**src/pipe_settings.svh**
```systemverilog
`ifndef PIPE_SETTINGS_SVH
`define PIPE_SETTINGS_SVH

// instruction tags wrap around after 256 fetches
`define PIPE_TAG_W 8

// fetch queue between the PC counter and issue
`define PIPE_FQ_DEPTH 4
`define PIPE_FQ_PTR_W 2  // log2 of the queue depth

`endif
```
**src/pipe_pkg.sv**
```systemverilog
`include "pipe_settings.svh"

package pipe_pkg;

    // identifies one instruction in program order
    typedef logic [`PIPE_TAG_W-1:0] tag_t;

    // read and write pointers into the fetch queue
    typedef logic [`PIPE_FQ_PTR_W-1:0] fq_ptr_t;

    // occupancy count, one bit wider so that a full queue is representable
    typedef logic [`PIPE_FQ_PTR_W:0] fq_cnt_t;

endpackage

```
**src/pipe_top.sv**
```systemverilog
`timescale 1ns/1ps

module pipe_top (
    input  logic            clk,
    input  logic            rst_n,
    input  logic            i_cache_stall_req,
    input  logic            d_cache_stall_req,
    input  logic            forwardc_req,
    input  logic            forwardp_req,
    input  logic            b_ctrl_flush_req,
    input  logic            with_delayslot,
    input  logic            exc_stall_req,
    input  logic            exception_flush,
    input  logic            lsu1_tlb_stall_req,
    input  logic            mem_refetch,
    input  logic            fetch_exc,  // fetch fault on the item entering issue
    output logic            wb_valid,
    output pipe_pkg::tag_t  wb_tag,
    output logic            wb_exc
);
    logic fifo_stall_req, pc_stall, fifo_flush, issue_stall;
    logic ii_id2_flush, ii_id2_exception_flush, ii_id2_stall;
    logic id2_ex_flush, id2_ex_exception_flush, id2_ex_stall;
    logic ex_lsu1_flush, ex_lsu1_exp_flush, ex_lsu1_stall;
    logic lsu1_lsu2_flush, lsu1_lsu2_exp_flush, lsu1_lsu2_stall;
    logic mem_wb_flush, mem_wb_exception_flush, mem_wb_stall, wb_stall;

    pipe_pkg::tag_t pc_tag;
    pipe_pkg::tag_t head_tag;
    logic           head_valid;

    // six boundaries from issue to wb, index 0 is the queue head
    logic           v   [7];
    pipe_pkg::tag_t t   [7];
    logic           e   [7];
    logic           stl [6];
    logic           fl  [6];
    logic           xfl [6];

    pipe_ctrl pipe_ctrl_inst (.*);

    always_ff @(posedge clk or negedge rst_n) begin
        if (!rst_n) begin
            pc_tag <= '0;
        end else if (!pc_stall) begin
            pc_tag <= pc_tag + 1'b1;  // one tag per fetch, in program order
        end
    end

    fetch_queue fetch_queue_inst (
        .clk            (clk),
        .rst_n          (rst_n),
        .push           (~pc_stall),
        .push_tag       (pc_tag),
        .pop            (~issue_stall),
        .flush          (fifo_flush),
        .head_tag       (head_tag),
        .head_valid     (head_valid),
        .fifo_stall_req (fifo_stall_req)
    );

    assign v[0] = head_valid;
    assign t[0] = head_tag;
    assign e[0] = fetch_exc;

    assign stl = '{ii_id2_stall, id2_ex_stall, ex_lsu1_stall, lsu1_lsu2_stall,
                   mem_wb_stall, wb_stall};
    assign fl  = '{ii_id2_flush, id2_ex_flush, ex_lsu1_flush, lsu1_lsu2_flush,
                   mem_wb_flush, mem_wb_flush};  // wb reuses the mem_wb terms
    assign xfl = '{ii_id2_exception_flush, id2_ex_exception_flush, ex_lsu1_exp_flush,
                   lsu1_lsu2_exp_flush, mem_wb_exception_flush, mem_wb_exception_flush};

    // ii_id2, id2_ex, ex_lsu1, lsu1_lsu2, mem_wb, wb
    for (genvar i = 0; i < 6; i++) begin : g_stage
        stage_reg stage_reg_inst (
            .clk       (clk),
            .rst_n     (rst_n),
            .stall     (stl[i]),
            .flush     (fl[i]),
            .exp_flush (xfl[i]),
            .in_valid  (v[i]),
            .in_tag    (t[i]),
            .in_exc    (e[i]),
            .out_valid (v[i+1]),
            .out_tag   (t[i+1]),
            .out_exc   (e[i+1])
        );
    end

    assign wb_valid = v[6];
    assign wb_tag   = t[6];
    assign wb_exc   = e[6];

endmodule

```
**src/stage_reg.sv**
```systemverilog
`timescale 1ns/1ps

module stage_reg (
    input  logic            clk,
    input  logic            rst_n,
    input  logic            stall,
    input  logic            flush,
    input  logic            exp_flush,
    input  logic            in_valid,
    input  pipe_pkg::tag_t  in_tag,
    input  logic            in_exc,
    output logic            out_valid,
    output pipe_pkg::tag_t  out_tag,
    output logic            out_exc
);
    logic load;

    assign load = ~stall & ~flush;  // flush wins over stall and blocks the upstream item

    always_ff @(posedge clk or negedge rst_n) begin
        if (!rst_n) begin
            out_valid <= 1'b0;
            out_exc   <= 1'b0;
        end else begin
            if (flush) begin
                out_valid <= 1'b0;
            end else if (load) begin
                out_valid <= in_valid;
            end
            // the pending flag is cleared on its own and valid is left alone
            if (exp_flush) begin
                out_exc <= 1'b0;
            end else if (load) begin
                out_exc <= in_exc;
            end
        end
    end

    always_ff @(posedge clk) begin
        if (load) begin
            out_tag <= in_tag;
        end
    end

endmodule

```
**src/fetch_queue.sv**
```systemverilog
`timescale 1ns/1ps

`include "pipe_settings.svh"

module fetch_queue (
    input  logic            clk,
    input  logic            rst_n,
    input  logic            push,
    input  pipe_pkg::tag_t  push_tag,
    input  logic            pop,
    input  logic            flush,
    output pipe_pkg::tag_t  head_tag,
    output logic            head_valid,
    output logic            fifo_stall_req
);
    pipe_pkg::tag_t    mem [`PIPE_FQ_DEPTH];
    pipe_pkg::fq_ptr_t wr_ptr;
    pipe_pkg::fq_ptr_t rd_ptr;
    pipe_pkg::fq_cnt_t count;
    logic              full;
    logic              do_push;
    logic              do_pop;

    assign full    = (count == pipe_pkg::fq_cnt_t'(`PIPE_FQ_DEPTH));
    assign do_push = push & ~full & ~flush;  // a flush also drops the tag fetched this cycle
    assign do_pop  = pop & head_valid & ~flush;

    always_ff @(posedge clk or negedge rst_n) begin
        if (!rst_n) begin
            wr_ptr <= '0;
            rd_ptr <= '0;
            count  <= '0;
        end else if (flush) begin
            wr_ptr <= '0;
            rd_ptr <= '0;
            count  <= '0;
        end else begin
            if (do_push) begin
                wr_ptr <= wr_ptr + 1'b1;  // wraps with the power of two depth
            end
            if (do_pop) begin
                rd_ptr <= rd_ptr + 1'b1;
            end
            case ({do_push, do_pop})
                2'b10:   count <= count + 1'b1;
                2'b01:   count <= count - 1'b1;
                default: count <= count;
            endcase
        end
    end

    always_ff @(posedge clk) begin
        if (do_push) begin
            mem[wr_ptr] <= push_tag;
        end
    end

    assign head_tag       = mem[rd_ptr];
    assign head_valid     = (count != '0);
    assign fifo_stall_req = full;  // holds the PC until issue drains an entry

endmodule

```
**src/pipe_ctrl.sv**
```systemverilog
`timescale 1ns/1ps

module pipe_ctrl (
    input  logic i_cache_stall_req,
    input  logic d_cache_stall_req,
    input  logic fifo_stall_req,     // fetch queue full
    input  logic forwardc_req,
    input  logic forwardp_req,
    input  logic b_ctrl_flush_req,
    input  logic with_delayslot,     // branch resolved without a delay slot to keep
    input  logic exc_stall_req,
    input  logic exception_flush,
    input  logic lsu1_tlb_stall_req,
    input  logic mem_refetch,

    output logic pc_stall,
    output logic fifo_flush,
    output logic issue_stall,
    output logic ii_id2_flush,
    output logic ii_id2_exception_flush,
    output logic ii_id2_stall,
    output logic id2_ex_flush,
    output logic id2_ex_exception_flush,
    output logic id2_ex_stall,
    output logic ex_lsu1_flush,
    output logic ex_lsu1_exp_flush,
    output logic ex_lsu1_stall,
    output logic lsu1_lsu2_flush,
    output logic lsu1_lsu2_exp_flush,
    output logic lsu1_lsu2_stall,
    output logic mem_wb_flush,
    output logic mem_wb_exception_flush,
    output logic mem_wb_stall,
    output logic wb_stall
);
    logic fwd_req;
    logic redirect;

    assign fwd_req  = forwardc_req | forwardp_req;
    assign redirect = exception_flush | mem_refetch;  // everything younger than mem is dropped

    assign pc_stall    = i_cache_stall_req | fifo_stall_req;
    assign fifo_flush  = (b_ctrl_flush_req & ~fwd_req) | redirect;
    assign issue_stall = d_cache_stall_req | fwd_req | exc_stall_req | lsu1_tlb_stall_req;

    // a branch flush waits while a forwarding request still holds issue
    assign ii_id2_flush           = (b_ctrl_flush_req & ~fwd_req) | redirect;
    assign ii_id2_exception_flush = redirect;
    assign ii_id2_stall           = issue_stall | (pc_stall & fifo_flush) | fwd_req
                                  | exc_stall_req | lsu1_tlb_stall_req;

    // forwarding inserts a bubble into ex while decode holds
    assign id2_ex_flush           = (b_ctrl_flush_req & with_delayslot) | fwd_req | redirect;
    assign id2_ex_exception_flush = redirect;
    assign id2_ex_stall           = d_cache_stall_req | exc_stall_req | lsu1_tlb_stall_req;

    assign ex_lsu1_flush     = redirect;
    assign ex_lsu1_exp_flush = redirect;
    assign ex_lsu1_stall     = lsu1_tlb_stall_req | exc_stall_req | d_cache_stall_req;

    assign lsu1_lsu2_flush     = redirect | lsu1_tlb_stall_req;  // tlb miss leaves a bubble
    assign lsu1_lsu2_exp_flush = redirect;
    assign lsu1_lsu2_stall     = exc_stall_req | d_cache_stall_req;

    // the instruction in mem has already committed, so nothing past it is flushed
    assign mem_wb_flush           = 1'b0;
    assign mem_wb_exception_flush = 1'b0;

    assign mem_wb_stall = d_cache_stall_req | (exc_stall_req & ~redirect);
    assign wb_stall     = d_cache_stall_req | (exc_stall_req & ~redirect);

endmodule

```
**config.mk**
```make
export PLATFORM = sky130hd
export DESIGN_NAME = pipe_top
export DESIGN_NICKNAME = d
export VERILOG_FILES = /design/src/pipe_pkg.sv /design/src/pipe_top.sv /design/src/stage_reg.sv /design/src/fetch_queue.sv /design/src/pipe_ctrl.sv
export VERILOG_INCLUDE_DIRS = /design/src
export SDC_FILE = /design/constraint.sdc
export NUM_CORES = 1
export LEC_CHECK = 0
export BUFFER_PORTS_ARGS = -buffer_cell sky130_fd_sc_hd__clkbuf_2
export CAP_MARGIN = 20
export CORE_ASPECT_RATIO = 0.5
export CORE_MARGIN = 2
export CORE_UTILIZATION = 45
export CTS_BUF_LIST = sky130_fd_sc_hd__clkbuf_2 sky130_fd_sc_hd__clkbuf_4 sky130_fd_sc_hd__clkbuf_8
export CTS_CLUSTER_DIAMETER = 30
export DETAILED_ROUTE_END_ITERATION = 10
export PLACE_DENSITY_LB_ADDON = 0.25
export REMOVE_ABC_BUFFERS = 1
export SLEW_MARGIN = 20
export SYNTH_ARGS = -nofsm -noshare
export SYNTH_HDL_FRONTEND = slang
export SYNTH_SLANG_ARGS = --single-unit
```
**constraint.sdc**
```tcl
create_clock -name clk -period 2.85 [get_ports clk]
set_input_delay 0.57 -clock clk [delete_from_list [all_inputs] [get_ports clk]]
set_output_delay 0.57 -clock clk [all_outputs]
set_load 0.02 [all_outputs]
```
==> After elaboration in Yosys (flattened, before gate mapping) <==
Memory sizes are Yosys's and may differ from the RTL's. A register that Yosys moved wholly into a read port is not among the register bits.
Index checks and enable logic that the tools add are counted.
W data, S select, Z words.
{ "totals": {"register_bits": 67, "latch_bits": 0, "mem_bits_rw": 32, "mem_bits_ro": 0, "inputBits": 13, "out_inout_bits": 10, "n_memories": 1} }
{ "memory_table": {"columns": ["memory", "words", "width", "rd", "rd_ports_with_merged_regs", "wr", "line", "rtl"], "rows": [
  ["fetch_queue_inst.mem", 4, 8, 1, 1, 1, "fetch_queue.sv:16", "pipe_pkg::tag_t mem [`PIPE_FQ_DEPTH];"]
]} }
{ "classes": {"addsub": 5, "mul": 0, "n_div": 0, "n_lt_le_gt_ge": 0, "eq_ne": 3, "shift": 0, "mux": 24, "n_bitwise": 43, "n_reduce_logical": 11} }
{ "op_table": {"columns": ["operator", "n"], "rows": [
  ["$or A1 B1 Y1", 19],
  ["$mux W1", 18],
  ["$reduce_bool A2 Y1", 9],
  ["$and A1 B1 Y1", 12],
  ["$not A1 Y1", 12],
  ["$add A8 B1 Y8 const B", 1],
  ["$mux W2", 4],
  ["$pmux W3 S2", 1],
  ["$reduce_bool A3 Y1", 2],
  ["$add A2 B1 Y2 const B", 2],
  ["$add A3 B1 Y3 const B", 1],
  ["$eq A3 B3 Y1 const B", 1],
  ["$mux W3", 1],
  ["$sub A3 B1 Y3 const B", 1],
  ["$eq A2 B1 Y1 const B", 1],
  ["$eq A2 B2 Y1 const B", 1]
]} }

==> Logic depth before layout (Yosys ltp) <==
{ "logic_depth": {"ltp_word": 13, "ltp_mapped": 8, "ltp_nobuf": 8} }

==> Hierarchy <==
Synthesis repeated with hierarchy kept, for this count alone.
{ "hier_totals": {"cells_unflattened": 257, "hier_area_um2": 4196.5} }
{ "modules_own_cells": {"columns": ["mod", "n_inst", "cells_each", "area_each_um2", "seq_area_each_um2"], "rows": [
  ["stage_reg", 6, 16, 326.6, 290.3],
  ["fetch_queue", 1, 108, 1735.4, 1136.1],
  ["pipe_top", 1, 28, 346.6, 200.2],
  ["pipe_ctrl", 1, 25, 155.1, 0.0]
]} }

==> Worst setup path before layout <==
No wires, ideal clock.
{ "synth_path": {"path_kind": "input -> register", "from": "input forwardp_req", "to": "register fetch_queue_inst.count[2]", "setup_time_ns": 0.079, "arrival_ns": 2.484, "required_time_ns": 2.771, "setup_slack_ns": 0.287, "cell_stages": 8, "cell_sequence": "or3b_2 nand2_1 nor2_1 ha_1 fa_1 xnor2_1 or3_1 a21oi_1"} }
{ "synth_between": {"elab_chain_len": 10} }
{ "synth_lines": {"columns": ["element", "line", "rtl"], "rows": [
  ["from (decl)", "pipe_top.sv:9", "input logic forwardp_req,"],
  ["$or A1 B1 Y1 *", "pipe_ctrl.sv:39", "assign fwd_req = forwardc_req | forwardp_req;"],
  ["$or A1 B1 Y1 (3 in a row)", "pipe_ctrl.sv:44", "assign issue_stall = d_cache_stall_req | fwd_req | exc_stall_req | lsu1_tlb_stall_req;"],
  ["$not A1 Y1", "pipe_top.sv:55", ".pop (~issue_stall),"],
  ["$and A1 B1 Y1 (2 in a row)", "fetch_queue.sv:26", "assign do_pop = pop & head_valid & ~flush;"],
  ["$eq A2 B1 Y1 / $eq A2 B2 Y1 (equally long branches)", "fetch_queue.sv:44", "case ({do_push, do_pop})"],
  ["$pmux W3 S2", "fetch_queue.sv:44", null],
  ["$mux W3", "fetch_queue.sv:33", "end else if (flush) begin"],
  ["to (signal assigned)", "fetch_queue.sv:45", "2'b10: count <= count + 1'b1;"],
  ["to (signal assigned)", "fetch_queue.sv:46", "2'b01: count <= count - 1'b1;"],
  ["to (signal assigned)", "fetch_queue.sv:47", "default: count <= count;"],
  ["to (decl)", "fetch_queue.sv:19", "pipe_pkg::fq_cnt_t count;"]
]} }
Every way passes the cells marked *; elsewhere a longest branch is shown, timed or not.
A chain may end at the register's enable or synchronous reset.

==> Worst setup path in the final report <==
{ "layout_path": {"from": "register fetch_queue_inst.count[2]", "to": "register fetch_queue_inst.count[2]"} }
{ "layout_between": {"elab_chain_len": 8} }
{ "layout_lines": {"columns": ["element", "line", "rtl"], "rows": [
  ["$eq A3 B3 Y1", "fetch_queue.sv:24", "assign full = (count == pipe_pkg::fq_cnt_t'(`PIPE_FQ_DEPTH));"],
  ["$or A1 B1 Y1", "pipe_ctrl.sv:42", "assign pc_stall = i_cache_stall_req | fifo_stall_req;"],
  ["$not A1 Y1", "pipe_top.sv:53", ".push (~pc_stall),"],
  ["$and A1 B1 Y1 (2 in a row)", "fetch_queue.sv:25", "assign do_push = push & ~full & ~flush;"],
  ["$eq A2 B1 Y1 / $eq A2 B2 Y1 (equally long branches)", "fetch_queue.sv:44", null],
  ["$pmux W3 S2", "fetch_queue.sv:44", null],
  ["$mux W3", "fetch_queue.sv:33", null]
]} }
Several ways; a longest one is shown, not always the timed one.

==> results_dict.tcl <==
set metrics [dict create \
    most-common-layout-cells "edfxtp_1, dfrtp_1, clkbuf_2" \
    start_util 0.4589 \
    n_antenna_cell 0 \
    fp.dieArea_sq_um 9632 \
    leakagePower_nw 1.635 \
    p_per_area_nw_per_um2 665.3 \
    chipHeight_um 70.41 \
    path_clk_slew_ns 0.10 \
    detailed_place_hpwl_mm 4.001 \
    drive_above_1_share 0.2395 \
    worstMarginPinSlew_ns 0.7567 \
    ctsResizeCount 0 \
    cts_sinks 107 \
    hold_violations 0 \
    endpoint_kind "flip-flop" \
    final-setup-viol-count 0 \
    insertion_delay_ns 0.35 \
    post_synth.cell_area_avg_sq_um 17.80 \
    synthDistinctLibCells 33 \
    cts_root_buf "clkbuf_8" \
    whs_ns 0.2403 \
    cts_hold_buf 0 \
    yosysSeqAreaShare 0.7755 \
    cp_max_fo 6 \
    drt_first_pass_iters 5 \
    async_flop_share 0.2523 \
    drc_errors 0 \
    grt_pass1_wl_mm 9.694 \
    start_kind "flip-flop" \
    cp.arrival_ns 2.80 \
    postCtsSetupBuffers 0 \
    fin_skew_ns 0.01153 \
    cts_buffers 9 \
    synthesis.instances 223 \
    ys_warn_count 0 \
    first_global_vias 1990 \
    placementRows 24 \
    fin_crit_ns 2.523 \
    setup_slack_ns 0.3269 \
    die_w_um 136.8 \
    fmax_ghz 0.3963 \
    grt_remaining_overflow 0 \
    grt_usage 0.1349 \
    clockBufferDepth 2 \
    nNetsFinal 278 \
    hp-class "in2async" \
    finalMaxSlewViolations 0 \
    antenna_found_initial 0 \
    cts_tree "done" \
    wl_per_cell_um 15.34 \
    ys_ff_latch 107 \
    io_pins 23 \
    critical_path_class "reg2reg" \
    cts-htree-levels 3 \
    syn_area_sq_um 3969 \
    grt_max_degree 28 \
    dp_slack_ns 0.1875 \
    tns_ns 0 \
    fillers 704 \
    layout.cells.most_common "edfxtp_1" \
    drt_wl_total_mm 5.830 \
    cap_violations 0 \
    drt-initial-drc-count 154 \
    status "finished clean" \
    postRouteAntennaNets 0 \
    crit_required_ns 3.13 \
    area_growth_pct 12.11 \
    portBuffers 22 \
    post-route-period-util 0.8853 \
    num_vias 1915 \
    vias_per_cell 5.039 \
    slew_headroom 0.4891 \
    gp_congestion 0.7960 \
    design.core.area_sq_um 8648 \
    vdd_drop_max_mv 0.2644 \
    regToRegSetupSlack_ns 0.33 \
    rsz0062_at_grt "no" \
    synth_edf_count 80 \
    synthFlopType "edfxtp_1" \
]
## layout make-up
| class | count | area (sq um) | area share |
|---|---|---|---|
| Clock inverter | 6 | 48.80 | 0.01097 |
| Multi-Input combinational cell | 107 | 867.1 | 0.1949 |
| Clock buffer | 10 | 131.4 | 0.02953 |
| Tap cell | 117 | 146.4 | 0.03290 |
| Sequential cell | 107 | 3078 | 0.6918 |
| Timing Repair Buffer | 29 | 162.7 | 0.03656 |
| Inverter | 4 | 15.01 | 0.003375 |
## flip-flops by register name, indices dropped and copies added, names as in the netlist
signal and count:
g_stage.stage_reg_inst.out_tag 48, fetch_queue_inst.mem 32, pc_tag 8, g_stage.stage_reg_inst.out_exc 6, g_stage.stage_reg_inst.out_valid 6, fetch_queue_inst.count 3
fetch_queue_inst.rd_ptr 2, fetch_queue_inst.wr_ptr 2
## cell families after synthesis
kind of cell / after synthesis / share of synthesized area
compound gates: 22 / 0.03153
fa+ha+maj: 7 / 0.02396
xor+xnor: 9 / 0.01986
flops: 107 / 0.7755
mux: 17 / 0.06967
simple gates: 52 / 0.07062
buf+inv: 9 / 0.008826
## Yosys cell counts, types with 5 or more instances
cell type	count	area share
a21oi_1	12	0.015
edfxtp_1	80	0.61
xor2_1	8	0.018
o21ai_0	5	0.0063
nor2_1	9	0.0085
nand2_1	9	0.0085
and3_1	6	0.0095
nand3_1	6	0.0076
mux2_2	5	0.014
mux4_2	8	0.045
ha_1	6	0.019
nor3_1	7	0.0088
dfrtp_1	27	0.17
## where the power goes
part           total, mW  switching, mW  leakage [nW]  internal, mW
Combinational      0.174         0.0937         0.452        0.0799
Clock              0.843          0.503        0.0903         0.339
Sequential          1.94          0.124          1.09          1.82
## final timing paths
kind | start | end | depth (start not counted)
worst min-delay path | rst_n | g_stage[4].stage_reg_inst.out_valid | 1
min in group clk | lsu1_tlb_stall_req | g_stage[3].stage_reg_inst.out_valid | 2
max in group asynchronous | rst_n | fetch_queue_inst.wr_ptr[1] | 1
worst max-delay path | fetch_queue_inst.count[2] | fetch_queue_inst.count[2] | 7
worst min register to register | g_stage[1].stage_reg_inst.out_tag[2] | g_stage[2].stage_reg_inst.out_tag[2] | 0
worst max register to register | fetch_queue_inst.count[2] | fetch_queue_inst.count[2] | 7
## through the flow
step | instances | cell area (sq um) | util | power (mW)
finish | 380 | 4449 | 0.5145 | 2.960
global route | 380 | 4449 | 0.5145 | 3.100
CTS | 380 | 4442 | 0.5136 | 2.989
detailed placement | 364 | 4262 | 0.4928 | 2.152
global placement | 364 | 4262 | 0.4928 | 2.131
floorplan | 218 | 3949 | - | 2.055
## worst max-delay path, cell delays in order (launching register included)
cell,delay (ns)
dfrtp_1,0.44
o311ai_0,0.66
nor2_1,0.13
ha_1,0.28
fa_1,0.38
xnor2_1,0.14
or3_1,0.30
a21oi_1,0.14
## layer usage
layer,global-route usage,vias to the layer above,part of all wire
met5,0,-,0
met4,0.03207,0,0.0065
met1,0.1721,955,0.47
met2,0.2167,35,0.50
li1,-,923,-
met3,0.05592,2,0.032
(Power assumes the default switching activity.)
